===== src/hdl/bubbleDrive_params.svh =====
`ifndef BUBBLEDRIVE_PARAMS_SVH
`define BUBBLEDRIVE_PARAMS_SVH

// Minor loop geometry
`define BUBBLE_POSITIONS 64     // Positions per loop revolution, power of two
`define POS_BITS         6      // log2 of BUBBLE_POSITIONS
`define DATA_BITS        2      // One bit per output window

// Control level synchronizer
`define SYNC_STAGES      3

// Rotation counter width
`define CNT_BITS         8

// Coil window, inclusive
`define CNT_COIL_ON      18
`define CNT_COIL_OFF     168

// Shifting loop, 120 clocks per rotation
`define CNT_LOOP         20     // Reload value after wrap
`define CNT_WRAP         139    // Last count of a rotation

// Stop sequence jump from -X straight into -Y
`define CNT_XEND         45
`define CNT_YSTART       166

// Position change pair starts here, lasts two counts
`define CNT_PCHG         138

// Replicate window
`define CNT_REP          21
`define REP_LEN          3

// Data output windows
`define CNT_WINA         24
`define CNT_WINB         84
`define WIN_LEN          10

`endif


===== src/hdl/bubblePkg.sv =====
`default_nettype none

package bubblePkg;

    `include "bubbleDrive_params.svh"

    // Store address, seen raw by the memory and as fields by the tracker
    typedef union packed {
        logic [`POS_BITS:0] raw;            // Flat memory index
        struct packed {
            logic                 bootPage; // Top bit picks the bootloop bank
            logic [`POS_BITS-1:0] position; // Bubble position within the loop
        } fields;
    } storeAddr_u;

    // One position's worth of bubble data
    // Bit 0 leaves in window A, bit 1 in window B
    typedef logic [`DATA_BITS-1:0] bubbleWord_t;

endpackage

`default_nettype wire


===== src/hdl/bubbleDrive.sv =====
`timescale 1ns/10ps
`default_nettype none

module bubbleDrive import bubblePkg::*;
(
    input  wire          clock12MHz,
    input  wire          rstN,

    // Bubble controller levels
    input  wire          moduleEn,
    input  wire          shiftEnN,
    input  wire          repEnN,
    input  wire          bootEn,

    // Host store load
    input  wire          loadEn,
    input  storeAddr_u   loadAddr,
    input  bubbleWord_t  loadData,

    output wire          coilEnN,
    output wire          positionChange,
    output wire          positionLatch,
    output wire          pageSelect,
    output wire          dataOut,
    output wire          dataValid
);

    wire          replicate;
    wire          winA;
    wire          winB;
    storeAddr_u   rdAddr;
    bubbleWord_t  rdData;

    // Field timing and strobes
    timingGenerator uTiming
    (
        .clock12MHz     (clock12MHz),
        .rstN           (rstN),
        .moduleEn       (moduleEn),
        .shiftEnN       (shiftEnN),
        .repEnN         (repEnN),
        .bootEn         (bootEn),
        .coilEnN        (coilEnN),
        .positionChange (positionChange),
        .positionLatch  (positionLatch),
        .pageSelect     (pageSelect),
        .replicate      (replicate),
        .winA           (winA),
        .winB           (winB)
    );

    positionTracker uTracker
    (
        .clock12MHz     (clock12MHz),
        .rstN           (rstN),
        .positionChange (positionChange),
        .pageSelect     (pageSelect),
        .rdAddr         (rdAddr)
    );

    pageStore uStore
    (
        .clock12MHz     (clock12MHz),
        .loadEn         (loadEn),
        .loadAddr       (loadAddr),
        .loadData       (loadData),
        .rdAddr         (rdAddr),
        .replicate      (replicate),
        .rdData         (rdData)
    );

    // Serializer into the two windows
    bubbleOutput uOutput
    (
        .clock12MHz     (clock12MHz),
        .rstN           (rstN),
        .replicate      (replicate),
        .rdData         (rdData),
        .winA           (winA),
        .winB           (winB),
        .dataOut        (dataOut),
        .dataValid      (dataValid)
    );

endmodule

`default_nettype wire


===== src/hdl/bubbleOutput.sv =====
`timescale 1ns/10ps
`default_nettype none

module bubbleOutput import bubblePkg::*;
(
    input  wire          clock12MHz,
    input  wire          rstN,

    input  wire          replicate,   // Replicate window
    input  bubbleWord_t  rdData,      // Word from the store
    input  wire          winA,        // Output window A
    input  wire          winB,        // Output window B

    output logic         dataOut,     // Serial bubble data
    output logic         dataValid    // High during a window of a replicated rotation
);

    bubbleWord_t  heldWord;           // Word captured for this rotation
    logic         repSeen;            // This rotation replicated
    logic         winBPrev;           // winB one clock back
    logic         winBEnd;
    logic         inWindow;

    assign winBEnd  = winBPrev & ~winB;
    assign inWindow = winA | winB;

    // Captured on every replicate clock so the last one sticks;
    // store read is valid from the second clock of the window
    always_ff @(posedge clock12MHz)
    begin
        if (replicate)
        begin
            heldWord <= rdData;
        end
    end

    always_ff @(posedge clock12MHz or negedge rstN)
    begin
        if (!rstN)
        begin
            repSeen  <= 1'b0;
            winBPrev <= 1'b0;
        end
        else
        begin
            winBPrev <= winB;
            if (replicate)
            begin
                repSeen <= 1'b1;              // Arm both windows
            end
            else if (winBEnd)
            begin
                repSeen <= 1'b0;              // Rotation's data fully sent
            end
        end
    end

    assign dataValid = repSeen & inWindow;
    assign dataOut   = dataValid & (winA ? heldWord[0] : heldWord[1]);

    // Windows sit 60 counts apart
    windowsDisjoint: assert property (@(posedge clock12MHz) disable iff (!rstN)
        !(winA && winB));

endmodule

`default_nettype wire


===== src/hdl/pageStore.sv =====
`timescale 1ns/10ps
`default_nettype none

`include "bubbleDrive_params.svh"

module pageStore import bubblePkg::*;
(
    input  wire          clock12MHz,

    input  wire          loadEn,      // Host write strobe
    input  storeAddr_u   loadAddr,    // Host write address
    input  bubbleWord_t  loadData,    // Host write word

    input  storeAddr_u   rdAddr,      // Bank and position from the tracker
    input  wire          replicate,   // Replicate window
    output bubbleWord_t  rdData       // Registered read word
);

    // Data bank in the low half, bootloop bank in the high half
    bubbleWord_t  mem [2**(`POS_BITS+1)];

    logic         repPrev;            // replicate one clock back
    logic         rdEn;

    assign rdEn = replicate & ~repPrev;   // First replicate clock only

    always_ff @(posedge clock12MHz)
    begin
        repPrev <= replicate;
    end

    // Host load port
    always_ff @(posedge clock12MHz)
    begin
        if (loadEn)
        begin
            mem[loadAddr.raw] <= loadData;
        end
    end

    // Read lands one clock after the window opens
    always_ff @(posedge clock12MHz)
    begin
        if (rdEn)
        begin
            rdData <= mem[rdAddr.raw];
        end
    end

    // Host writes belong before the run, never across a replicate
    noLoadDuringRep: assert property (@(posedge clock12MHz)
        replicate |-> !loadEn);

endmodule

`default_nettype wire


===== src/hdl/positionTracker.sv =====
`timescale 1ns/10ps
`default_nettype none

`include "bubbleDrive_params.svh"

module positionTracker import bubblePkg::*;
(
    input  wire         clock12MHz,
    input  wire         rstN,

    input  wire         positionChange,   // Two clock pulse from the timing side
    input  wire         pageSelect,       // Bootloop bank select

    output storeAddr_u  rdAddr            // Store read address
);

    logic                 pchgPrev;       // positionChange one clock back
    logic                 pchgRise;
    logic [`POS_BITS-1:0] position;       // Current bubble position

    // Only the first clock of the pair advances
    assign pchgRise = positionChange & ~pchgPrev;

    always_ff @(posedge clock12MHz or negedge rstN)
    begin
        if (!rstN)
        begin
            pchgPrev <= 1'b0;
            position <= '0;
        end
        else
        begin
            pchgPrev <= positionChange;
            if (pchgRise)
            begin
                if (position == `POS_BITS'(`BUBBLE_POSITIONS - 1))
                begin
                    position <= '0;             // Loop revolution complete
                end
                else
                begin
                    position <= position + 1'b1;
                end
            end
        end
    end

    // Bank bit on top with position below
    always_comb
    begin
        rdAddr.fields.bootPage = pageSelect;
        rdAddr.fields.position = position;
    end

endmodule

`default_nettype wire


===== src/hdl/timingGenerator.sv =====
`timescale 1ns/10ps
`default_nettype none

`include "bubbleDrive_params.svh"

module timingGenerator
(
    input  wire  clock12MHz,
    input  wire  rstN,

    input  wire  moduleEn,        // Low holds the drive stopped
    input  wire  shiftEnN,        // Active low shift request
    input  wire  repEnN,          // Active low replicator request
    input  wire  bootEn,          // Bootloop page request

    output logic coilEnN,         // Coil run, active low
    output logic positionChange,  // Two clock pulse per rotation
    output logic positionLatch,   // Replicate while bootloop selected
    output logic pageSelect,      // Synchronized bootEn
    output logic replicate,       // Replicate window
    output logic winA,            // First data output window
    output logic winB             // Second data output window
);

    // Bit order is {shift, replicate, boot}, all active high internally
    logic [2:0]             ctrlRaw;
    logic [2:0]             syncReg [`SYNC_STAGES];
    logic                   shiftActive;
    logic                   repActive;
    logic                   bootActive;

    logic [`CNT_BITS-1:0]   rotCount;     // Field rotation counter
    logic                   inCoil;       // Count inside coil window

    // moduleEn low forces the stopped, replicator-off state
    assign ctrlRaw = {moduleEn & ~shiftEnN,
                      moduleEn & ~repEnN,
                      moduleEn & bootEn};

    always_ff @(posedge clock12MHz or negedge rstN)
    begin
        if (!rstN)
        begin
            syncReg <= '{default: '0};  // Stopped, no replication, data page
        end
        else
        begin
            syncReg[0] <= ctrlRaw;
            for (int i = 1; i < `SYNC_STAGES; i++)
            begin
                syncReg[i] <= syncReg[i-1];
            end
        end
    end

    assign shiftActive = syncReg[`SYNC_STAGES-1][2];
    assign repActive   = syncReg[`SYNC_STAGES-1][1];
    assign bootActive  = syncReg[`SYNC_STAGES-1][0];

    assign inCoil = (rotCount >= `CNT_COIL_ON) && (rotCount <= `CNT_COIL_OFF);

    // Rotation counter
    always_ff @(posedge clock12MHz or negedge rstN)
    begin
        if (!rstN)
        begin
            rotCount <= '0;
        end
        else if (shiftActive)
        begin
            if (rotCount == `CNT_WRAP)
            begin
                rotCount <= `CNT_BITS'(`CNT_LOOP);   // Next rotation
            end
            else
            begin
                rotCount <= rotCount + 1'b1;
            end
        end
        else if (!inCoil)
        begin
            rotCount <= '0;                     // Idle, or past the last stop count
        end
        else if (rotCount == `CNT_XEND)
        begin
            rotCount <= `CNT_BITS'(`CNT_YSTART);  // Skip to the -Y phase
        end
        else
        begin
            // Either side of the jump, run on to the end of the coil window
            rotCount <= rotCount + 1'b1;
        end
    end

    // Strobe decode, straight off the count
    assign coilEnN        = ~inCoil;
    assign positionChange = (rotCount == `CNT_PCHG) || (rotCount == `CNT_PCHG + 1);
    assign replicate      = repActive
                            && (rotCount >= `CNT_REP)
                            && (rotCount <  `CNT_REP + `REP_LEN);
    assign winA           = (rotCount >= `CNT_WINA) && (rotCount < `CNT_WINA + `WIN_LEN);
    assign winB           = (rotCount >= `CNT_WINB) && (rotCount < `CNT_WINB + `WIN_LEN);
    assign positionLatch  = replicate & bootActive;
    assign pageSelect     = bootActive;

    // Stop sequence tops out one past the coil window
    countInRange: assert property (@(posedge clock12MHz) disable iff (!rstN)
        rotCount <= `CNT_COIL_OFF + 1);

    // Bubbles only move with the field running
    pchgNeedsCoil: assert property (@(posedge clock12MHz) disable iff (!rstN)
        positionChange |-> !coilEnN);

endmodule

`default_nettype wire


===== config.mk =====
export PLATFORM = sky130hd
export DESIGN_NAME = bubbleDrive
export DESIGN_NICKNAME = d
export VERILOG_FILES = /design/src/hdl/bubblePkg.sv /design/src/hdl/bubbleDrive.sv /design/src/hdl/bubbleOutput.sv /design/src/hdl/pageStore.sv /design/src/hdl/positionTracker.sv /design/src/hdl/timingGenerator.sv
export VERILOG_INCLUDE_DIRS = /design/src /design/src/hdl
export SDC_FILE = /design/constraint.sdc
export NUM_CORES = 1
export LEC_CHECK = 0
export BUFFER_PORTS_ARGS = -buffer_cell sky130_fd_sc_hd__buf_2
export CORE_MARGIN = 4
export CORE_UTILIZATION = 40
export CTS_CLUSTER_DIAMETER = 60
export CTS_CLUSTER_SIZE = 10
export DETAILED_ROUTE_END_ITERATION = 6
export SLEW_MARGIN = 30
export SYNTH_ARGS = -nofsm -noshare
export SYNTH_HDL_FRONTEND = slang
export SYNTH_SLANG_ARGS = --single-unit

===== constraint.sdc =====
create_clock -name clock12MHz -period 2.5 [get_ports clock12MHz]
set_input_delay 0.5 -clock clock12MHz [delete_from_list [all_inputs] [get_ports clock12MHz]]
set_output_delay 0.5 -clock clock12MHz [all_outputs]
set_load 0.01 [all_outputs]

==> results.toml, run 1 <==
[run_status]
status = "finished, final reports clean"

[synthesis]
async_reset_ff_share_pct = 9.06
yosysSeqAreaShare_pct = 70.4
synth_top_area_share_pct = 64.9
synth_cell_type_count = 48
syn_avg_cell_area_um2 = 15.7
synth-edff-count = 260
synthesis.nets = 791
ys_warn_count = 0
yosysTopAreaCell = "edfxtp_1"
synthCells = 769
synthFlopType = "edfxtp_1"
syn_area_um2 = 12000
synth.ff_latch_count = 287
synth_area_leaders = "edfxtp_1, mux4_2, dfrtp_1"

[floorplanning]
initial_core_util_pct = 40.6
die_w_um = 181
io_pins = 22
dieArea_um2 = 32900
rows = 63
fp.dieH_um = 181
fp.coreArea_um2 = 29600

[clock_network]
clkTransAtPathRegs_ns = 0.06
cts_hold_buffers = 0
cts_max_path_buffers = 3
htree_levels = 2
cts-buffers-inserted = 34
cts_sinks = 287
clk_latency_ns = 0.50
cts_tree = "built"
clock-root-buffer = "clkbuf_16"

[placed_design]
dp.cells = 1172
gp_congestion = 0.820
dp_hpwl_um = 17000
io_buffers = 21

[pwr]
vdd_ir_drop_max_uv = 503
seqPwrFrac_pct = 53.5
power.share.switching_pct = 19.8
power_uw = 9860
internal_power_uw = 7910
clock_power_share_pct = 44.3
p_switching_uw = 1950
p_comb_share_pct = 2.2
leakage_uw = 0.00432
p_per_area_nw_per_um2 = 713

[final_layout]
mostFrequentLayoutCell = "edfxtp_1"
layout-drive-gt1-share_pct = 20.5
antennaDiodeCount = 0
layout_common_cells = "edfxtp_1, nor2_1, mux4_2, buf_4, clkbuf_16"
fin_cells = 1235
fin_nets = 848
syn_to_final_growth_pct = 15.0

[setup_path]
crit_fanout = 2
cpMaxStageDelayCell = "dfrtp_1"
endpoint_kind = "output pin"
crit_path_start_kind = "flop"
cp.arrival_ns = 1.92
required_ns = 2.00
r2r-start = "uTracker.position[1]"
crit_path_frequent_cell = "nor3_2"
worstSetupPathType = "reg -> out"
path_cells = "nor3_2 > and3b_1 > a21oi_1 > nor3_2 > o21a_1 > nor2b_1 > buf_2"
slowest_delay_ns = 0.38
critPathLaunch = "uTiming.rotCount[2]"

[sta]
slew_violations = 0
min_period_ns = 2.42
slew-limit-headroom_pct = 56.6
min_period_over_period_pct = 96.9
final.setup_skew_ns = 0.0159
max_freq_ghz = 0.413
rsz0062_at_grt = "yes"
finalSetupTns_ns = 0
tightestPinTransition_ns = 0.651
hold_viol_final = 0
finalSetupViolations = 0

[drt]
wl_um = 27500
drc_errors = 0
firstDrtPassIters = 5
num_vias = 6898
vias_per_cell = 5.59
drt-wirelength-per-cell_um = 22.3
ant_nets = 0
first_iter_violations = 616

[grt]
antenna_found_initial = 0
grt_max_degree = 129
grt.overflow.total = 0
grt_pass1_wl_um = 42400
globalRouteTotalUtil_pct = 16.7
grt_pass1_vias = 7061

[worst_hold_path]
min_path_type = "in -> async"

[flow_run]
cap_violations = 0
[worst paths after layout]
kind | depth (start not counted) | slack (ns) | endpoint
hold reg to reg | 0 | 0.35 | uTiming.pageSelect
max in group asynchronous | 1 | 1.99 | uTracker.position[0]
setup / recovery | 7 | 0.08 | dataOut
hold / removal | 1 | 0.03 | uTiming.syncReg[4]
min in group clock12MHz | 2 | 0.15 | uTiming.syncReg[8]
setup reg to reg | 6 | 0.10 | uStore.rdData[0]
[worst max-delay path, delay by kind of cell, from the launching register on]
kind / cells / cell delay, ns
simple gates: 4 / 0.71
buf+inv: 1 / 0.13
flops: 1 / 0.38
compound gates: 2 / 0.20
[state kept, by name, summed over array words and instances, names as in the netlist]
name                 count
uTiming.repActive        1
uTracker.pchgPrev        1
uTiming.pageSelect       1
uStore.rdData            2
uOutput.winBPrev         1
uStore.repPrev           1
uTiming.shiftActive      1
uTiming.rotCount         8
uStore.mem             256
uOutput.heldWord         2
uTiming.syncReg          6
uOutput.repSeen          1
uTracker.position        6
[area by class of cell]
| cell class | count | area [µm²] |
|---|---|---|
| Inverter | 9 | 33.8 |
| Clock buffer | 54 | 957 |
| Clock inverter | 1 | 8.76 |
| Timing Repair Buffer | 65 | 542 |
| Tap cell | 390 | 488 |
| Sequential cell | 287 | 8490 |
| Multi-Input combinational cell | 429 | 3320 |
| Fill cell | 2617 | 15800 |
[routing by layer]
metal  up-vias  wire [µm]  GRT usage, %
met5         -          0             0
met4         0        732          5.28
met3        55       1810          2.80
met2       233      13000          26.3
met1      3541      11900          23.9
li1       3069          -             -
[logic make-up (layout without fill, tap and decap cells)]
| group | Yosys count | in the layout | synth area share [%] |
|---|---|---|---|
| AO/OA/AOI/OAI | 57 | 57 | 3.13 |
| XOR/XNOR | 8 | 8 | 0.582 |
| adder cells (fa/ha/maj) | 6 | 6 | 0.624 |
| buffers and inverters | 53 | 129 | 2.15 |
| flip-flops | 287 | 287 | 70.4 |
| multiplexers | 90 | 90 | 13.1 |
| AND/OR/NAND/NOR | 268 | 268 | 9.95 |
[stage by stage]
stage          cell area [µm²]  hold slack [ns]  setup slack, ns  util [%]
2_1_floorplan            12000            0.204            0.382         -
3_3_place_gp             12800            0.335          -0.0123      43.1
3_5_place_dp             12800            0.337          -0.0567      43.1
4_1_cts                  13800           0.0304           0.0241      46.5
5_1_grt                  13800           0.0714          -0.0323      46.7
6_report                 13800           0.0289           0.0772      46.7
[power groups by stage]
| stage | Combinational (µW) | Clock [µW] | Sequential (µW) |
|---|---|---|---|
| 2_1_floorplan | 72.4 | 0 | 5370 |
| 3_3_place_gp | 219 | 0 | 5370 |
| 3_5_place_dp | 220 | 0 | 5370 |
| 4_1_cts | 222 | 4480 | 5270 |
| 5_1_grt | 242 | 4700 | 5270 |
| 6_report | 221 | 4370 | 5270 |
[cells in the mapped netlist, types with 3 or more instances]
library cell    n
edfxtp_1      260
nor2_1        140
mux4_2         54
mux2i_1        32
nand2_1        32
nand3_1        32
dfrtp_1        26
clkbuf_1       23
nor2b_1        22
nor3_1         17
buf_2          12
a21oi_1        10
inv_1           9
o21ai_0         9
a211oi_1        6
ha_1            6
nand2b_1        5
nand4_1         5
o21ai_1         5
o22ai_1         5
xor2_1          5
a22oi_1         4
buf_4           4
buf_6           4
mux2_2          4
a221oi_1        3
and2_1          3
nand3b_1        3
o31ai_1         3
xnor2_1         3
[what timing repair did]
action / 4_1_cts / 5_1_grt
pin swaps: 1 / 0
gates cloned: 0 / 0
resized for setup: 5 / 6
buffers inserted: 5 / 3
setup endpoints to repair: 5 / 5
(Power assumes the default switching activity.)
==> run 2: changes to the inputs <==
- SETUP_SLACK_MARGIN: default -> 0.5
==> run 2 against run 1 <==
Against the previous run: the flow now finishes with violations (negative setup slack); total power shrank 0.13%; clock skew up 0.0049 ns; utilization increased by 1.3 points; largest cell class unchanged.
==> results.toml, run 2 (synthesized netlist as in run 1, its figures left out) <==
[drt]
firstDrtPassIters = 5
num_vias = 6949
wl_um = 27900
ant_nets = 0
vias_per_cell = 5.56
drt-wirelength-per-cell_um = 22.3
drc_errors = 0
first_iter_violations = 552

[final_layout]
antennaDiodeCount = 0
reg.largest.list = "uStore.mem (256), uTiming.rotCount (8)"
syn_to_final_growth_pct = 18.2
design_area_um2 = 14200
layout-drive-gt1-share_pct = 25.7
largest-register = "uStore.mem"
mostFrequentLayoutCell = "edfxtp_1"
fin_nets = 871
layout_common_cells = "edfxtp_1, nor2_1, mux4_2, buf_4, clkbuf_16"
largest_register_ff_count = 256

[clock_network]
clock-root-buffer = "clkbuf_16"
cts_sinks = 287
clk_latency_ns = 0.52
htree_levels = 2
clkTransAtPathRegs_ns = 0.06
cts_tree = "built"
cts_max_path_buffers = 3
cts-buffers-inserted = 34

[setup_path]
critical_path_buf_inv_count = 1
path_cells = "nor3_4 > and3b_1 > a21oi_2 > nor3_4 > mux2i_1 > nor2b_2 > buf_2"
crit_path_start_kind = "flop"
crit_path_frequent_cell = "nor3_4"
cp_top_family = "simple AND/OR/NAND/NOR gates"
required_ns = 2.00
slowest_delay_ns = 0.46
cp.arrival_ns = 2.02
crit_fanout = 5
endpoint_kind = "output pin"
cpMaxStageDelayCell = "dfrtp_2"
worstSetupPathType = "reg -> out"

[pwr]
power_uw = 9850
vdd_ir_drop_max_uv = 424
leakage_uw = 0.00448
p_per_area_nw_per_um2 = 692

[grt]
grt_pass1_wl_um = 43200
globalRouteTotalUtil_pct = 17.1
antenna_found_initial = 0
grt_pass1_vias = 7069
grt_max_degree = 55
grt.overflow.total = 0

[placed_design]
dpl_worst_slack_ns = -0.000631
dp_hpwl_um = 17700
dpl_cell_area_um2 = 12900
gp_congestion = 0.777
io_buffers = 21

[sta]
final.setup_skew_ns = 0.0208
fin_ws_ns = -0.0212
max_freq_ghz = 0.397
min_period_over_period_pct = 101
hold_viol_final = 0
finalSetupTns_ns = -0.0315
rsz0062_at_grt = "yes"
slew_violations = 0
slew-limit-headroom_pct = 59.6
min_period_ns = 2.52
finalSetupViolations = 2
tightestPinTransition_ns = 0.606

[floorplanning]
io_pins = 22
rows = 63
initial_core_util_pct = 40.6
dieArea_um2 = 32900
fp.dieH_um = 181
fp.coreArea_um2 = 29600
die_w_um = 181

[worst_hold_path]
min_path_type = "in -> async"

[run_status]
violations = "negative setup slack"
status = "finished with violations"

[flow_run]
cap_violations = 0
-- run 2: where the power goes --
| group | leakage [µW] | internal (µW) | switching, µW |
|---|---|---|---|
| combinational | 0.00134 | 62.6 | 177 |
| sequential | 0.00269 | 5260 | 12.5 |
| clock | 0.000460 | 2540 | 1800 |
| total | 0.00448 | 7860 | 1990 |
-- run 2: worst paths after layout --
path,from,end,slack (ns),cells past startpoint
min reg2reg,uTiming.syncReg[8],uTiming.syncReg[5],0.35,0
min in group clock12MHz,shiftEnN,uTiming.syncReg[8],0.15,2
max,uTiming.rotCount[1],dataOut,-0.02,7
max reg2reg,uTracker.position[0],uStore.rdData[0],0.10,8
max in group asynchronous,rstN,uTracker.position[0],2.04,1
min,rstN,uOutput.repSeen,0.006,1
-- run 2: area by class of cell --
type | count | area [µm²]
inverter | 9 | 36.3
tap | 390 | 488
sequential | 287 | 8490
multi-input combinational | 429 | 3490
clock inverter | 3 | 37.5
clock buffer | 44 | 910
timing repair buffer | 88 | 774
fill | 2602 | 15400
-- run 2: timing repair --
action,4_1_cts,5_1_grt
hold buffers,0,0
setup endpoints to repair,7,9
cloned,0,0
setup buffers,14,2
pin swaps,10,10
resized for setup,36,23
-- run 2: per-stage QoR --
stage          utilization (%)  instances  hold WS (ns)
2_1_floorplan                -        769         0.204
3_3_place_gp              43.5       1187         0.334
3_5_place_dp              43.5       1187         0.337
4_1_cts                   47.7       1248       0.00895
5_1_grt                   48.0       1250        0.0489
6_report                  48.0       1250       0.00562
-- run 2: metal layers --
metal / wire [µm] / track usage (%)
met1: 12400 / 24.9
met2: 13100 / 26.8
met5: 0 / 0
met3: 1890 / 3.25
met4: 417 / 4.08
==> run 3: changes to the inputs <==
- CORE_MARGIN: 4 -> 2
- HOLD_SLACK_MARGIN: default -> 0.08
==> run 3 against run 2 <==
Against the previous run: the run still ends with negative setup slack left; sequential cell count unchanged; clock-buffer cell count is 4 higher; clock skew shrank 0.0058 ns; cell count grew 1.5%; worst setup slack got worse by 0.078 ns; total power grew 1.3%; first-iteration DRC count rose by 31%; sequential power is essentially flat; clock power is 3% higher; sequential share of layout area down 1.4 points; non-clock buffer count grew 18; register-to-register slack gained 0.10 ns; critical path type unchanged; critical endpoint is now positionLatch.
==> results.toml, run 3 (synthesized netlist as in run 1, its figures left out) <==
[run_status]
status = "finished with violations"
violations = "negative setup slack"

[sta]
slew-limit-headroom_pct = 57.3
hold_viol_final = 0
final.setup_skew_ns = 0.0150
slew_violations = 0
rsz0062_at_grt = "yes"
finalSetupViolations = 3
fin_ws_ns = -0.0994
max_freq_ghz = 0.385
tightestPinTransition_ns = 0.640
min_period_ns = 2.60
min_period_over_period_pct = 104

[clock_network]
cts_max_path_buffers = 3
clock-root-buffer = "clkbuf_16"
cts_tree = "built"
clk_latency_ns = 0.51
cts_sinks = 287
cts-buffers-inserted = 34
clkTransAtPathRegs_ns = 0.06
htree_levels = 2

[setup_path]
crit_path_frequent_cell = "buf_6"
reg2reg_slack_ns = 0.20
cpMaxStageDelayCell = "dfrtp_2"
rr_worst_depth = 7
cp.arrival_ns = 2.10
endpoint_kind = "output pin"
path_cells = "buf_6 > inv_4 > ha_2 > inv_1 > o21ai_0 > nor3_1 > nand4b_1 > inv_2 > and2_4 > buf_6"
worstSetupPathType = "reg -> out"
slowest_delay_ns = 0.43
crit_fanout = 4
required_ns = 2.00
crit_path_start_kind = "flop"

[floorplanning]
initial_core_util_pct = 40.6
fp.dieH_um = 177
io_pins = 22
rows = 63
fp.coreArea_um2 = 29600
die_w_um = 177
dieArea_um2 = 31500

[placed_design]
dpl_worst_slack_ns = -0.0304
gp_congestion = 0.790
io_buffers = 21
dp_hpwl_um = 17800
dp.cells = 1189

[drt]
drc_errors = 0
vias_per_cell = 5.53
wl_um = 28500
ant_nets = 0
drt-wirelength-per-cell_um = 22.5
first_iter_violations = 722
firstDrtPassIters = 5
num_vias = 7018

[pwr]
p_per_area_nw_per_um2 = 685
leakage_uw = 0.00463
vdd_ir_drop_max_uv = 486
power_uw = 9970

[final_layout]
fin_cells = 1269
largest-register = "uStore.mem"
syn_to_final_growth_pct = 21.0
fin_nets = 889
reg.largest.list = "uStore.mem (256), uTiming.rotCount (8)"
layout-drive-gt1-share_pct = 29.1
layout_common_cells = "edfxtp_1, nor2_1, buf_4, mux4_2, clkbuf_16"
largest_register_ff_count = 256
final_core_util_pct = 49.1
antennaDiodeCount = 0
mostFrequentLayoutCell = "edfxtp_1"

[grt]
antenna_found_initial = 0
grt_use_met3_pct = 3.58
grt_pass1_wl_um = 43400
grtUsageMet1_pct = 26.6
grt.overflow.total = 0
gr-usage-met2_pct = 29.4
grt_busiest_layer = "met2"
grt_max_degree = 56
globalRouteTotalUtil_pct = 18.6
grt_pass1_vias = 7217

[worst_hold_path]
hold_depth = 2
min_path_type = "in -> reg"

[flow_run]
cap_violations = 0
run 3: changes by cell type in the layout (fill, tap and decap cells not counted), sizes merged:
| cell | change |
|---|---|
| buf | +15 |
| clkinv | -3 |
| dlygate4sd3 | +1 |
| clkbuf | +4 |
| bufbuf | +2 |
run 3: power by group:
part	leakage [µW]	switching, µW	internal, µW
combinational	0.00147	183	68.4
sequential	0.00269	12.8	5260
clock	0.000475	1770	2680
run 3: through the flow:
step | cell area (µm²) | TNS (ns) | hold slack (ns)
after floorplan | 12100 | 0 | 0.204
after detailed placement | 12900 | -0.0349 | 0.336
after global routing | 14600 | -0.568 | 0.136
after CTS | 14400 | -0.0843 | 0.135
after global placement | 12900 | -0.00867 | 0.333
final | 14600 | -0.178 | 0.156
run 3: layer usage:
layer,vias to the layer above,wire (µm)
li1,3132,-
met1,3582,12400
met2,260,13600
met3,44,1990
met4,0,517
met5,-,0
run 3: path summary, 6_finish.rpt:
| check | from | endpoint |
|---|---|---|
| min in group asynchronous | rstN | uTracker.position[5] |
| max in group asynchronous | rstN | uTracker.position[0] |
| worst min register to register | uTiming.syncReg[8] | uTiming.syncReg[5] |
| worst min-delay path | repEnN | uTiming.syncReg[7] |
| worst max-delay path | uTiming.rotCount[1] | positionLatch |
| worst max register to register | uTracker.position[0] | uStore.rdData[1] |
run 3: layout make-up:
cell class / count / area [µm²]
multi-input combinational: 429 / 3570
sequential: 287 / 8490
inverter: 9 / 36.3
clock buffer: 48 / 977
tap: 390 / 488
fill: 2538 / 15100
timing repair buffer: 106 / 1000
run 3: critical path, delay by kind of cell, from the launching register on:
family | cells | cell delay [ns]
and+or+nand+nor | 3 | 0.54
DFF | 1 | 0.43
buffers and inverters | 5 | 0.40
adders and majority gates | 1 | 0.16
AOI/OAI and AO/OA | 1 | 0.07
run 3: timing repair:
item	4_1_cts	5_1_grt
resized for setup	47	29
cloned	2	0
hold buffers	1	0
endpoints found under the hold margin	26	0
setup buffers	20	9
pin swaps	13	12
endpoints found under the setup margin	7	11
